File: config.mk
export PLATFORM = sky130hd
export DESIGN_NAME = execute_top
export DESIGN_NICKNAME = d
export VERILOG_FILES = /design/src/common/exec_pkg.sv /design/src/verilog/issue_decode.sv /design/src/execute/fu_alu.sv /design/src/execute/fu_logic.sv /design/src/execute/fu_branch.sv /design/src/execute/fu_mult.sv /design/src/verilog/result_bus.sv /design/src/verilog/execute_top.sv
export SDC_FILE = /design/constraint.sdc
export NUM_CORES = 2
export LEC_CHECK = 0
export BUFFER_PORTS_ARGS = -buffer_cell sky130_fd_sc_hd__buf_4
export CAP_MARGIN = 20
export CORE_MARGIN = 5
export CORE_UTILIZATION = 25
export DETAILED_ROUTE_END_ITERATION = 8
export PLACE_DENSITY_LB_ADDON = 0.05
export SLEW_MARGIN = 20
export SYNTH_ARGS = -nofsm -noshare
export SYNTH_HDL_FRONTEND = slang
export SYNTH_SLANG_ARGS = --single-unit
File: constraint.sdc
create_clock -name clk_i -period 15.99 [get_ports clk_i]
set_input_delay 0.7995 -clock clk_i [delete_from_list [all_inputs] [get_ports clk_i]]
set_output_delay 0.7995 -clock clk_i [all_outputs]
set_load 0.01 [all_outputs]
File: src/common/exec_pkg.sv
package exec_pkg;

  // datapath and tag widths
  localparam int WORD_W = 32;
  localparam int ROB_W  = 4;
  localparam int REG_W  = 5;

  // issued operations
  typedef enum logic [3:0] {
    OP_ADD,
    OP_SUB,
    OP_SLT,
    OP_AND,
    OP_OR,
    OP_XOR,
    OP_SLL,
    OP_SRL,
    OP_BEQ,
    OP_BNE,
    OP_BLT,
    OP_MUL
  } opcode_e;

  // functional unit slots, also the index into per-unit vectors
  typedef enum logic [1:0] {
    FU_ALU,
    FU_LOGIC,
    FU_BRANCH,
    FU_MULT
  } fu_e;

  // mult is the last slot
  localparam int NUM_FU = int'(FU_MULT) + 1;

  // four-phase receiver states in decode
  typedef enum logic [1:0] {
    HS_IDLE,
    HS_ACKED,
    HS_WAIT_RELEASE
  } hs_state_e;

endpackage

File: src/verilog/issue_decode.sv
`timescale 1ns/1ps

module issue_decode #(
  parameter int MULT_STAGES = 6
)
( input                                 clk_i
 , input                                reset_i
 , input                                issue_req_i
 , input        [exec_pkg::ROB_W-1:0]   issue_rob_i
 , input        [exec_pkg::REG_W-1:0]   issue_reg_i
 , input  exec_pkg::opcode_e            issue_op_i
 , input        [exec_pkg::WORD_W-1:0]  issue_src1_i
 , input        [exec_pkg::WORD_W-1:0]  issue_src2_i
 , input                                issue_imm_v_i
 , input        [exec_pkg::WORD_W-1:0]  issue_imm_i
 , output logic                         issue_ack_o
 , output logic [exec_pkg::NUM_FU-1:0]  fu_v_o
 , output exec_pkg::opcode_e            op_o
 , output logic [exec_pkg::WORD_W-1:0]  operand1_o
 , output logic [exec_pkg::WORD_W-1:0]  operand2_o
 , output logic [exec_pkg::ROB_W-1:0]   rob_o
 , output logic [exec_pkg::REG_W-1:0]   reg_o
);

  import exec_pkg::*;

  hs_state_e              state_q;
  fu_e                    unit;
  logic [WORD_W-1:0]      operand2;
  logic [MULT_STAGES-1:0] mult_sr_q;
  logic [MULT_STAGES:0]   mult_window;
  logic                   collide;
  logic                   accept;

  always_comb begin
    case (issue_op_i)
      OP_ADD, OP_SUB, OP_SLT: unit = FU_ALU;
      OP_BEQ, OP_BNE, OP_BLT: unit = FU_BRANCH;
      OP_MUL:                 unit = FU_MULT;
      default:                unit = FU_LOGIC;
    endcase
  end

  assign operand2 = issue_imm_v_i ? issue_imm_i : issue_src2_i;

  // bit k of the window is a multiply dispatched k cycles ago;
  // a single-cycle op now would land on the bus with it
  assign mult_window = {mult_sr_q, 1'b0};
  assign collide     = mult_window[MULT_STAGES-1] && (unit != FU_MULT);
  assign accept      = (state_q == HS_IDLE) && issue_req_i && !collide;

  always_ff @(posedge clk_i) begin
    if (reset_i) begin
      state_q     <= HS_IDLE;
      issue_ack_o <= 1'b0;
      fu_v_o      <= '0;
      mult_sr_q   <= '0;
    end else begin
      fu_v_o    <= '0;
      mult_sr_q <= (mult_sr_q << 1) | MULT_STAGES'(accept && (unit == FU_MULT));
      case (state_q)
        HS_IDLE: begin
          if (accept) begin
            issue_ack_o <= 1'b1;
            fu_v_o      <= NUM_FU'(1) << unit;
            state_q     <= HS_ACKED;
          end
        end
        HS_ACKED: state_q <= HS_WAIT_RELEASE;
        HS_WAIT_RELEASE: begin
          // release phase
          if (!issue_req_i) begin
            issue_ack_o <= 1'b0;
            state_q     <= HS_IDLE;
          end
        end
        default: state_q <= HS_IDLE;
      endcase
    end
  end

  always_ff @(posedge clk_i) begin
    if (accept) begin
      op_o       <= issue_op_i;
      operand1_o <= issue_src1_i;
      operand2_o <= operand2;
      rob_o      <= issue_rob_i;
      reg_o      <= issue_reg_i;
    end
  end

  // the source holds its request until the ack rises
  a_req_held: assert property (@(posedge clk_i) disable iff (reset_i)
    (issue_req_i && !issue_ack_o) |=> issue_req_i);

endmodule

File: src/execute/fu_alu.sv
`timescale 1ns/1ps

module fu_alu
( input                                 clk_i
 , input                                reset_i
 , input                                exe_v_i
 , input  exec_pkg::opcode_e            opcode_i
 , input        [exec_pkg::WORD_W-1:0]  operand1_i
 , input        [exec_pkg::WORD_W-1:0]  operand2_i
 , input        [exec_pkg::ROB_W-1:0]   rob_dest_i
 , input        [exec_pkg::REG_W-1:0]   reg_dest_i
 , output logic                         alu_v_o
 , output logic [exec_pkg::ROB_W-1:0]   alu_rob_o
 , output logic [exec_pkg::REG_W-1:0]   alu_reg_o
 , output logic [exec_pkg::WORD_W-1:0]  alu_value_o
);

  import exec_pkg::*;

  logic [WORD_W-1:0] result;

  always_comb begin
    case (opcode_i)
      OP_SUB:  result = operand1_i - operand2_i;
      // signed compare, 1 or 0
      OP_SLT:  result = WORD_W'($signed(operand1_i) < $signed(operand2_i));
      default: result = operand1_i + operand2_i;
    endcase
  end

  always_ff @(posedge clk_i) begin
    if (reset_i) begin
      alu_v_o <= 1'b0;
    end else begin
      alu_v_o <= exe_v_i;
    end
  end

  always_ff @(posedge clk_i) begin
    if (exe_v_i) begin
      alu_rob_o   <= rob_dest_i;
      alu_reg_o   <= reg_dest_i;
      alu_value_o <= result;
    end
  end

endmodule

File: src/execute/fu_logic.sv
`timescale 1ns/1ps

module fu_logic
( input                                 clk_i
 , input                                reset_i
 , input                                exe_v_i
 , input  exec_pkg::opcode_e            opcode_i
 , input        [exec_pkg::WORD_W-1:0]  operand1_i
 , input        [exec_pkg::WORD_W-1:0]  operand2_i
 , input        [exec_pkg::ROB_W-1:0]   rob_dest_i
 , input        [exec_pkg::REG_W-1:0]   reg_dest_i
 , output logic                         logic_v_o
 , output logic [exec_pkg::ROB_W-1:0]   logic_rob_o
 , output logic [exec_pkg::REG_W-1:0]   logic_reg_o
 , output logic [exec_pkg::WORD_W-1:0]  logic_value_o
);

  import exec_pkg::*;

  localparam int SHAMT_W = $clog2(WORD_W);

  logic [SHAMT_W-1:0] shamt;
  logic [WORD_W-1:0]  result;

  assign shamt = operand2_i[SHAMT_W-1:0];

  always_comb begin
    case (opcode_i)
      OP_OR:   result = operand1_i | operand2_i;
      OP_XOR:  result = operand1_i ^ operand2_i;
      OP_SLL:  result = operand1_i << shamt;
      OP_SRL:  result = operand1_i >> shamt;
      default: result = operand1_i & operand2_i;
    endcase
  end

  always_ff @(posedge clk_i) begin
    if (reset_i) begin
      logic_v_o <= 1'b0;
    end else begin
      logic_v_o <= exe_v_i;
    end
  end

  always_ff @(posedge clk_i) begin
    if (exe_v_i) begin
      logic_rob_o   <= rob_dest_i;
      logic_reg_o   <= reg_dest_i;
      logic_value_o <= result;
    end
  end

endmodule

File: src/execute/fu_branch.sv
`timescale 1ns/1ps

module fu_branch
( input                                 clk_i
 , input                                reset_i
 , input                                exe_v_i
 , input  exec_pkg::opcode_e            opcode_i
 , input        [exec_pkg::WORD_W-1:0]  operand1_i
 , input        [exec_pkg::WORD_W-1:0]  operand2_i
 , input        [exec_pkg::ROB_W-1:0]   rob_dest_i
 , input        [exec_pkg::REG_W-1:0]   reg_dest_i
 , output logic                         branch_v_o
 , output logic [exec_pkg::ROB_W-1:0]   branch_rob_o
 , output logic [exec_pkg::REG_W-1:0]   branch_reg_o
 , output logic [exec_pkg::WORD_W-1:0]  branch_value_o
 , output logic                         branch_taken_o
);

  import exec_pkg::*;

  logic              taken;
  logic [WORD_W-1:0] target;

  always_comb begin
    case (opcode_i)
      OP_BNE:  taken = operand1_i != operand2_i;
      OP_BLT:  taken = $signed(operand1_i) < $signed(operand2_i);
      default: taken = operand1_i == operand2_i;
    endcase
  end

  // reported even when not taken
  assign target = operand1_i + operand2_i;

  always_ff @(posedge clk_i) begin
    if (reset_i) begin
      branch_v_o <= 1'b0;
    end else begin
      branch_v_o <= exe_v_i;
    end
  end

  always_ff @(posedge clk_i) begin
    if (exe_v_i) begin
      branch_rob_o   <= rob_dest_i;
      branch_reg_o   <= reg_dest_i;
      branch_value_o <= target;
      branch_taken_o <= taken;
    end
  end

endmodule

File: src/execute/fu_mult.sv
`timescale 1ns/1ps

module fu_mult #(
  parameter int MULT_STAGES = 6
)
( input                                 clk_i
 , input                                reset_i
 , input                                exe_v_i
 , input        [exec_pkg::WORD_W-1:0]  operand1_i
 , input        [exec_pkg::WORD_W-1:0]  operand2_i
 , input        [exec_pkg::ROB_W-1:0]   rob_dest_i
 , input        [exec_pkg::REG_W-1:0]   reg_dest_i
 , output logic                         mult_v_o
 , output logic [exec_pkg::ROB_W-1:0]   mult_rob_o
 , output logic [exec_pkg::REG_W-1:0]   mult_reg_o
 , output logic [exec_pkg::WORD_W-1:0]  mult_value_o
);

  import exec_pkg::*;

  // stage 0 takes the product, the rest only carry it
  logic [MULT_STAGES-1:0] v_q;
  logic [ROB_W-1:0]       rob_q   [MULT_STAGES];
  logic [REG_W-1:0]       reg_q   [MULT_STAGES];
  logic [WORD_W-1:0]      value_q [MULT_STAGES];

  always_ff @(posedge clk_i) begin
    if (reset_i) begin
      v_q <= '0;
    end else begin
      v_q <= (v_q << 1) | MULT_STAGES'(exe_v_i);
    end
  end

  // payload shifts every cycle, bubbles ride along with v_q low
  always_ff @(posedge clk_i) begin
    rob_q[0]   <= rob_dest_i;
    reg_q[0]   <= reg_dest_i;
    value_q[0] <= operand1_i * operand2_i;
    for (int i = 1; i < MULT_STAGES; i++) begin
      rob_q[i]   <= rob_q[i-1];
      reg_q[i]   <= reg_q[i-1];
      value_q[i] <= value_q[i-1];
    end
  end

  assign mult_v_o     = v_q[MULT_STAGES-1];
  assign mult_rob_o   = rob_q[MULT_STAGES-1];
  assign mult_reg_o   = reg_q[MULT_STAGES-1];
  assign mult_value_o = value_q[MULT_STAGES-1];

endmodule

File: src/verilog/result_bus.sv
`timescale 1ns/1ps

module result_bus
( input                                 clk_i
 , input                                reset_i
 , input                                alu_v_i
 , input        [exec_pkg::ROB_W-1:0]   alu_rob_i
 , input        [exec_pkg::REG_W-1:0]   alu_reg_i
 , input        [exec_pkg::WORD_W-1:0]  alu_value_i
 , input                                logic_v_i
 , input        [exec_pkg::ROB_W-1:0]   logic_rob_i
 , input        [exec_pkg::REG_W-1:0]   logic_reg_i
 , input        [exec_pkg::WORD_W-1:0]  logic_value_i
 , input                                branch_v_i
 , input        [exec_pkg::ROB_W-1:0]   branch_rob_i
 , input        [exec_pkg::REG_W-1:0]   branch_reg_i
 , input        [exec_pkg::WORD_W-1:0]  branch_value_i
 , input                                branch_taken_i
 , input                                mult_v_i
 , input        [exec_pkg::ROB_W-1:0]   mult_rob_i
 , input        [exec_pkg::REG_W-1:0]   mult_reg_i
 , input        [exec_pkg::WORD_W-1:0]  mult_value_i
 , output logic                         result_v_o
 , output logic [exec_pkg::ROB_W-1:0]   result_rob_o
 , output logic [exec_pkg::REG_W-1:0]   result_reg_o
 , output logic                         result_we_o
 , output logic [exec_pkg::WORD_W-1:0]  result_value_o
 , output logic                         result_taken_o
);

  import exec_pkg::*;

  logic [NUM_FU-1:0] unit_v;
  logic [ROB_W-1:0]  unit_rob   [NUM_FU];
  logic [REG_W-1:0]  unit_reg   [NUM_FU];
  logic [WORD_W-1:0] unit_value [NUM_FU];
  logic [ROB_W-1:0]  sel_rob;
  logic [REG_W-1:0]  sel_reg;
  logic [WORD_W-1:0] sel_value;
  logic              sel_we;
  logic              sel_taken;

  // unit slots
  assign unit_v[FU_ALU]        = alu_v_i;
  assign unit_rob[FU_ALU]      = alu_rob_i;
  assign unit_reg[FU_ALU]      = alu_reg_i;
  assign unit_value[FU_ALU]    = alu_value_i;
  assign unit_v[FU_LOGIC]      = logic_v_i;
  assign unit_rob[FU_LOGIC]    = logic_rob_i;
  assign unit_reg[FU_LOGIC]    = logic_reg_i;
  assign unit_value[FU_LOGIC]  = logic_value_i;
  assign unit_v[FU_BRANCH]     = branch_v_i;
  assign unit_rob[FU_BRANCH]   = branch_rob_i;
  assign unit_reg[FU_BRANCH]   = branch_reg_i;
  assign unit_value[FU_BRANCH] = branch_value_i;
  assign unit_v[FU_MULT]       = mult_v_i;
  assign unit_rob[FU_MULT]     = mult_rob_i;
  assign unit_reg[FU_MULT]     = mult_reg_i;
  assign unit_value[FU_MULT]   = mult_value_i;

  // and-or merge, valid since at most one unit completes
  always_comb begin
    sel_rob   = '0;
    sel_reg   = '0;
    sel_value = '0;
    for (int i = 0; i < NUM_FU; i++) begin
      sel_rob   |= unit_rob[i] & {ROB_W{unit_v[i]}};
      sel_reg   |= unit_reg[i] & {REG_W{unit_v[i]}};
      sel_value |= unit_value[i] & {WORD_W{unit_v[i]}};
    end
  end

  // branches never write a register
  assign sel_we    = (|unit_v) && !unit_v[FU_BRANCH];
  assign sel_taken = unit_v[FU_BRANCH] && branch_taken_i;

  always_ff @(posedge clk_i) begin
    if (reset_i) begin
      result_v_o     <= 1'b0;
      result_we_o    <= 1'b0;
      result_taken_o <= 1'b0;
    end else begin
      result_v_o     <= |unit_v;
      result_we_o    <= sel_we;
      result_taken_o <= sel_taken;
    end
  end

  always_ff @(posedge clk_i) begin
    result_rob_o   <= sel_rob;
    result_reg_o   <= sel_reg;
    result_value_o <= sel_value;
  end

  // decode spaces dispatches so the units never complete together
  a_one_completion: assert property (@(posedge clk_i) disable iff (reset_i)
    $onehot0(unit_v));

endmodule

File: src/verilog/execute_top.sv
`timescale 1ns/1ps

module execute_top #(
  parameter int MULT_STAGES = 6
)
( input                                 clk_i
 , input                                reset_i
 , input                                issue_req_i
 , input        [exec_pkg::ROB_W-1:0]   issue_rob_i
 , input        [exec_pkg::REG_W-1:0]   issue_reg_i
 , input  exec_pkg::opcode_e            issue_op_i
 , input        [exec_pkg::WORD_W-1:0]  issue_src1_i
 , input        [exec_pkg::WORD_W-1:0]  issue_src2_i
 , input                                issue_imm_v_i
 , input        [exec_pkg::WORD_W-1:0]  issue_imm_i
 , output logic                         issue_ack_o
 , output logic                         result_v_o
 , output logic [exec_pkg::ROB_W-1:0]   result_rob_o
 , output logic [exec_pkg::REG_W-1:0]   result_reg_o
 , output logic                         result_we_o
 , output logic [exec_pkg::WORD_W-1:0]  result_value_o
 , output logic                         result_taken_o
);

  import exec_pkg::*;

  // dispatch wires shared by all units
  logic [NUM_FU-1:0] fu_v;
  opcode_e           op;
  logic [WORD_W-1:0] operand1;
  logic [WORD_W-1:0] operand2;
  logic [ROB_W-1:0]  rob_dest;
  logic [REG_W-1:0]  reg_dest;

  logic              alu_v;
  logic [ROB_W-1:0]  alu_rob;
  logic [REG_W-1:0]  alu_reg;
  logic [WORD_W-1:0] alu_value;
  logic              logic_v;
  logic [ROB_W-1:0]  logic_rob;
  logic [REG_W-1:0]  logic_reg;
  logic [WORD_W-1:0] logic_value;
  logic              branch_v;
  logic [ROB_W-1:0]  branch_rob;
  logic [REG_W-1:0]  branch_reg;
  logic [WORD_W-1:0] branch_value;
  logic              branch_taken;
  logic              mult_v;
  logic [ROB_W-1:0]  mult_rob;
  logic [REG_W-1:0]  mult_reg;
  logic [WORD_W-1:0] mult_value;

  issue_decode #(
    .MULT_STAGES(MULT_STAGES)
  ) decode
  ( .clk_i        (clk_i)
   ,.reset_i      (reset_i)
   ,.issue_req_i  (issue_req_i)
   ,.issue_rob_i  (issue_rob_i)
   ,.issue_reg_i  (issue_reg_i)
   ,.issue_op_i   (issue_op_i)
   ,.issue_src1_i (issue_src1_i)
   ,.issue_src2_i (issue_src2_i)
   ,.issue_imm_v_i(issue_imm_v_i)
   ,.issue_imm_i  (issue_imm_i)
   ,.issue_ack_o  (issue_ack_o)
   ,.fu_v_o       (fu_v)
   ,.op_o         (op)
   ,.operand1_o   (operand1)
   ,.operand2_o   (operand2)
   ,.rob_o        (rob_dest)
   ,.reg_o        (reg_dest)
  );

  fu_alu alu_fu
  ( .clk_i      (clk_i)
   ,.reset_i    (reset_i)
   ,.exe_v_i    (fu_v[FU_ALU])
   ,.opcode_i   (op)
   ,.operand1_i (operand1)
   ,.operand2_i (operand2)
   ,.rob_dest_i (rob_dest)
   ,.reg_dest_i (reg_dest)
   ,.alu_v_o    (alu_v)
   ,.alu_rob_o  (alu_rob)
   ,.alu_reg_o  (alu_reg)
   ,.alu_value_o(alu_value)
  );

  fu_logic logic_fu
  ( .clk_i        (clk_i)
   ,.reset_i      (reset_i)
   ,.exe_v_i      (fu_v[FU_LOGIC])
   ,.opcode_i     (op)
   ,.operand1_i   (operand1)
   ,.operand2_i   (operand2)
   ,.rob_dest_i   (rob_dest)
   ,.reg_dest_i   (reg_dest)
   ,.logic_v_o    (logic_v)
   ,.logic_rob_o  (logic_rob)
   ,.logic_reg_o  (logic_reg)
   ,.logic_value_o(logic_value)
  );

  fu_branch branch_fu
  ( .clk_i         (clk_i)
   ,.reset_i       (reset_i)
   ,.exe_v_i       (fu_v[FU_BRANCH])
   ,.opcode_i      (op)
   ,.operand1_i    (operand1)
   ,.operand2_i    (operand2)
   ,.rob_dest_i    (rob_dest)
   ,.reg_dest_i    (reg_dest)
   ,.branch_v_o    (branch_v)
   ,.branch_rob_o  (branch_rob)
   ,.branch_reg_o  (branch_reg)
   ,.branch_value_o(branch_value)
   ,.branch_taken_o(branch_taken)
  );

  fu_mult #(
    .MULT_STAGES(MULT_STAGES)
  ) mult_fu
  ( .clk_i       (clk_i)
   ,.reset_i     (reset_i)
   ,.exe_v_i     (fu_v[FU_MULT])
   ,.operand1_i  (operand1)
   ,.operand2_i  (operand2)
   ,.rob_dest_i  (rob_dest)
   ,.reg_dest_i  (reg_dest)
   ,.mult_v_o    (mult_v)
   ,.mult_rob_o  (mult_rob)
   ,.mult_reg_o  (mult_reg)
   ,.mult_value_o(mult_value)
  );

  result_bus cdb
  ( .clk_i         (clk_i)
   ,.reset_i       (reset_i)
   ,.alu_v_i       (alu_v)
   ,.alu_rob_i     (alu_rob)
   ,.alu_reg_i     (alu_reg)
   ,.alu_value_i   (alu_value)
   ,.logic_v_i     (logic_v)
   ,.logic_rob_i   (logic_rob)
   ,.logic_reg_i   (logic_reg)
   ,.logic_value_i (logic_value)
   ,.branch_v_i    (branch_v)
   ,.branch_rob_i  (branch_rob)
   ,.branch_reg_i  (branch_reg)
   ,.branch_value_i(branch_value)
   ,.branch_taken_i(branch_taken)
   ,.mult_v_i      (mult_v)
   ,.mult_rob_i    (mult_rob)
   ,.mult_reg_i    (mult_reg)
   ,.mult_value_i  (mult_value)
   ,.result_v_o    (result_v_o)
   ,.result_rob_o  (result_rob_o)
   ,.result_reg_o  (result_reg_o)
   ,.result_we_o   (result_we_o)
   ,.result_value_o(result_value_o)
   ,.result_taken_o(result_taken_o)
  );

endmodule

Word level (Yosys, flattened, before mapping)
Memory sizes are Yosys's and may differ from the RTL's. Cells that the tools add are included.

Output and inout bits: 45. Word-level logic and storage cells: 117. Memory bits (writable): 246. Flip-flop bits (word level): 266. Bits of input ports: 113. Memories kept: 3.

Memory list: mult_fu.value_q (words 6, bits a word 32, rd ports 6, clocked after Yosys merged registers in 0, write ports 6, RTL line fu_mult.sv:25) `logic [WORD_W-1:0] value_q [MULT_STAGES];`; mult_fu.reg_q (words 6, bits a word 5, rd ports 6, clocked after Yosys merged registers in 0, write ports 6, RTL line fu_mult.sv:24) `logic [REG_W-1:0] reg_q [MULT_STAGES];`; mult_fu.rob_q (words 6, bits a word 4, rd ports 6, clocked after Yosys merged registers in 0, write ports 6, RTL line fu_mult.sv:23) `logic [ROB_W-1:0] rob_q [MULT_STAGES];`.

$add $sub $neg: 2. Muxes and demuxes: 11. $lt $le $gt $ge: 1. Bitwise logic cells: 28. Reduce and logical (&&, ||, !) cells: 17. Shifts and indexed selects: 3. Equal/unequal tests: 22. Multipliers: 1.

Operators with widths (number): 32-bit AND (5); 32-bit bitwise OR (4); 32-bit case mux with 4 select lines (1); 32-bit case mux with 2 select lines (1); 32-bit adder (1); 32-bit == test (1); 32-bit < comparator (1); 32-bit by 32-bit multiplier with 32-bit output (1); 32-bit two-way mux (1); 32-bit inequality test (1); 32-bit by 5-bit << shifter with 32-bit output (1); 32-bit by 5-bit >> shifter with 32-bit output (1); 32-bit subtractor (1); 32-bit XOR (1); 4-bit == test (second input constant) (6); 5-bit AND (4); 4-bit AND (4); 4-bit by 3-bit == test with 1-bit output (second input constant) (4); 5-bit bitwise OR (3); 4-bit bitwise OR (3); 2-bit case mux with 3 select lines (2); 3-bit OR reduction (3); 4-bit by 1-bit == test with 1-bit output (second input constant) (2); 4-bit by 2-bit == test with 1-bit output (second input constant) (2); other kinds (19) (31).

Longest topological paths before layout
Depth after elaboration: 9. Depth in mapped cells: 28. Depth with buffers taken out: 25.

Cells and area by module
From an unflattened synthesis, not the netlist that was laid out.

Cells, all modules: 4253. Area, all modules: 42975.0 um^2.

Modules (own cells, without submodules): fu_mult (area an instance 20905.0 um^2, seq. area each 5044.8 um^2, times used 1, cells an instance 1972); fu_logic (area an instance 7398.3 um^2, seq. area each 1251.2 um^2, times used 1, cells an instance 849); fu_alu (area an instance 5450.2 um^2, seq. area each 1251.2 um^2, times used 1, cells an instance 648); fu_branch (area an instance 4012.6 um^2, seq. area each 1281.2 um^2, times used 1, cells an instance 441); issue_decode (area an instance 3076.7 um^2, seq. area each 2552.4 um^2, times used 1, cells an instance 150); result_bus (area an instance 2132.0 um^2, seq. area each 880.8 um^2, times used 1, cells an instance 193).

Worst setup path after synthesis
OpenSTA, ideal clock, no wires.

Kind: input-to-reg. Start point: in issue_op_i[2]. End point: reg decode.fu_v_o[2] (netlist bit). Stages: 5. Arrival: 7.550 ns. Data required time: 15.910 ns. Slack: 8.361 ns. Buffers on the path: 0. Cell sequence: nand4b_1 -> a211oi_1 -> nor2b_1 -> nand2_1 -> nor3b_1.

Cells in the longest elaborated chain, start to end: 9. Elaborated cells on any way between the ends: 17. Classes of those cells: eq/ne: 7; shift: 1; mux: 1; bitwise: 1; reduce/logical: 7.

Ends and longest elaborated chain: from (decl) (RTL line execute_top.sv:11) `, input exec_pkg::opcode_e issue_op_i`; 4-bit == test (tied with other cells) (RTL line issue_decode.sv:36) `case (issue_op_i)`; 3-bit OR reduction (RTL line issue_decode.sv:36); 2-bit case mux with 3 select lines (*) (RTL line issue_decode.sv:36); 2-bit inequality test (*) (RTL line issue_decode.sv:49) `assign collide = mult_window[MULT_STAGES-1] && (unit != FU_MULT);`; 1-bit logical AND (*) (RTL line issue_decode.sv:49); 1-bit zero test (*) (RTL line issue_decode.sv:50) `assign accept = (state_q == HS_IDLE) && issue_req_i && !collide;`; 1-bit logical AND (*) (RTL line issue_decode.sv:50); named net decode.accept (RTL line issue_decode.sv:33) `logic accept;`; 1-bit NOT (no source line) (*); 3-bit OR reduction (no source line) (*); to (signal assigned) (RTL line issue_decode.sv:65) `fu_v_o <= NUM_FU'(1) << unit;`; to (decl) (RTL line issue_decode.sv:17) `, output logic [exec_pkg::NUM_FU-1:0] fu_v_o`.

The timed path passes the listed nets; every way through them passes the cells marked *. A chain may end at the register's enable or synchronous reset.

==> run metrics <==
status completed; met3 routed WL 8470 um; Starting Density 25.2%; Total Routing Usage GR between 15 and 20%; Hold-fix buffers, CTS 0; critical path's top delay family adder cells; Nets approximately 4,500; Max Fclk ~0.12 GHz; H-tree levels 3; CTS tree yes; first-pass GRT wire length between 200,000 and 250,000 um; final period demand of the worst path 8.56 ns; WP data required about 17 ns; area share of and/or/nand/nor cells after synthesis 10.8%; overflow left after global routing 0; row count 140; Syn-to-layout area delta 14.8%; CTS Sinks 512; DRC Markers 0; worst-case clock skew 0.0304 ns; post-synthesis sequential area ratio about 33%; register bit total from synthesis 512; Final GP Congestion between 0.8 and 0.9; post-synth top area share roughly 22%; worst hold margin 0.310 ns; crit path kind reg2reg; clk slew on worst S/H paths 0.05 ns; crit end category flop; DIE AREA 0.155 sq mm; fin. max-slew vios 0; Hold/Removal Path Class reg2reg; CP most frequent cell fa_1; post-synthesis xor/xnor area fraction 2.84%; final core utilization 28.9%; unrepaired setup endpoints after global routing false; crit path DAT 9.08 ns; I/O pins around 160; vias in the first global route approximately 29,000; max_cap viols 0; largest net degree at the start of global routing 116; post-synthesis adder-cell area fraction between 20% and 30%; mux contribution to synthesized area 3.77%; CTS Buf Count 66; Initial DRC Count 1,847; Max FO, Critical Path 15; crit path launch decode.operand1_o[5]$_DFFE_PP_; clk buf depth 3; Die W 393 um; CORE AREA approximately 0.15 sq mm; layout cell share with drive strength beyond 1 11.0%; Filler Cell Count around 16,000; critical path's slowest cell edfxtp_1; dominant synthesized flop cell dfxtp_1; EDFF count, synth about 200; WL per Instance approximately 26 um; combinational family with the most area after synthesis adder cells; Rel. slew slack 31.5%; initial antenna violation count 7; most common cell after layout, fill and taps aside nor2_1; Async S/R FF share, synth 0%; routed wl met2 ~70,000 um; Post-Syn Area per Cell 9.91 sq um; Hold Crit Start mult_fu.value_q[2][5]$_DFF_P_; area leader, netlist fa_1; Via density 4.73; type of origin of the critical path flop; max incr delay on CP slightly below 0.9 ns; yosys synthesis warning count 0; Mapped Nets 4,447; setup TNS 0 ns; postcts setup bufs 0; highest routed layer met5; drt first pass iters 6; Port-buffer cells approximately 160; # resized after CTS 0; dpl hpwl 119,000 um; Synth Area in Compound Gates between 10% and 20%; DRT met1 WL about 68,000 um; Vias 27,300; synth top area cells fa_1 22%, dfxtp_1 17%, edfxtp_1 16%, ha_1 7.5%, nor2_1 4.8%; final worst-path cycle share 53.5%; Distinct cells, synth 89; Mapped Cells 3,704; setup violators final 0; Die Height 393 um; Buf+Inv Stages, Crit Path 6; Post-Syn Area between 0.03 and 0.04 sq mm; Worst-Skew Late Latency approximately 0.66 ns; commonest non-fill, non-tap cells in the layout 470 x nor2_1, 468 x inv_1, 410 x fa_1; FF-to-FF Start decode.operand1_o[5]$_DFFE_PP_; DRT antenna net count 0; clock root cell clkbuf_16; Worst-Margin Slew 1.02 ns; drt total wl 153,000 um; Final Hold Fails 0
## metal layers
| metal | vias to the layer above | global-route usage [%] |
|---|---|---|
| li1 | 12300 | - |
| met1 | 13900 | 26.4 |
| met2 | 781 | 31.7 |
| met3 | 220 | 3.93 |
| met4 | 4 | 7.22 |
| met5 | - | 0 |
## registers in the layout, indices dropped and copies added, names as in the netlist, 5 cells and up
name and count:
logic_fu.logic_reg_o 5, mult_fu.reg_q 30, branch_fu.branch_reg_o 5, decode.reg_o 5, decode.operand1_o 32, branch_fu.branch_value_o 32, logic_fu.logic_value_o 32, alu_fu.alu_reg_o 5
decode.mult_sr_q 5, mult_fu.v_q 6, mult_fu.rob_q 24, decode.operand2_o 32, mult_fu.value_q 192, alu_fu.alu_value_o 32, cdb.result_reg_o 5, cdb.result_value_o 32
## metrics by stage
step	setup slack (ns)	instance area, sq um	instances
2_1_floorplan	8.36	36700	3704
3_3_place_gp	7.51	39900	5644
3_5_place_dp	7.41	39900	5644
4_1_cts	7.38	42100	5764
5_1_grt	7.05	42100	5764
6_report	7.43	42100	5768
## path summary, 6_finish.rpt
kind / depth (start not counted) / endpoint / slack [ns]
worst max-delay path: 25 / mult_fu.value_q[0][31]$_DFF_P_ / 7.43
worst min-delay path: 0 / mult_fu.value_q[3][5]$_DFF_P_ / 0.31
worst max register to register: 25 / mult_fu.value_q[0][31]$_DFF_P_ / 7.43
worst min register to register: 0 / mult_fu.value_q[3][5]$_DFF_P_ / 0.31
## final cells by class
cell class	count	area, sq um	area share, %
diodes	4	10.0	0.0238
clock buffers	95	1950	4.62
clock inverters	25	255	0.606
inverters	484	1820	4.31
multi-input cells	2505	21700	51.6
flip-flops and latches	512	12300	29.1
well taps	1917	2400	5.69
repair buffers	226	1710	4.06
## synthesized netlist by cell type (all sizes together), types with 38 or more instances
cell type    n
inv        475
nor2       470
fa         410
nand2      365
dfxtp      311
ha         220
edfxtp     201
a21oi      176
o21ai      161
clkbuf     157
xnor2       94
a22oi       89
mux2i       81
buf         44
mux2        43
a221oi      38
## kinds of logic (layout without fill, tap and decap cells)
group	Yosys count	count (layout)
AO/OA/AOI/OAI	655	655
XOR/XNOR	119	119
adder cells (fa/ha/maj)	630	630
buffers and inverters	687	830
flip-flops	512	512
multiplexers	128	128
other	0	4
AND/OR/NAND/NOR	973	973
Power is not shown: default switching activity piles up to over one toggle a cycle in this logic, so the estimate is an artifact.
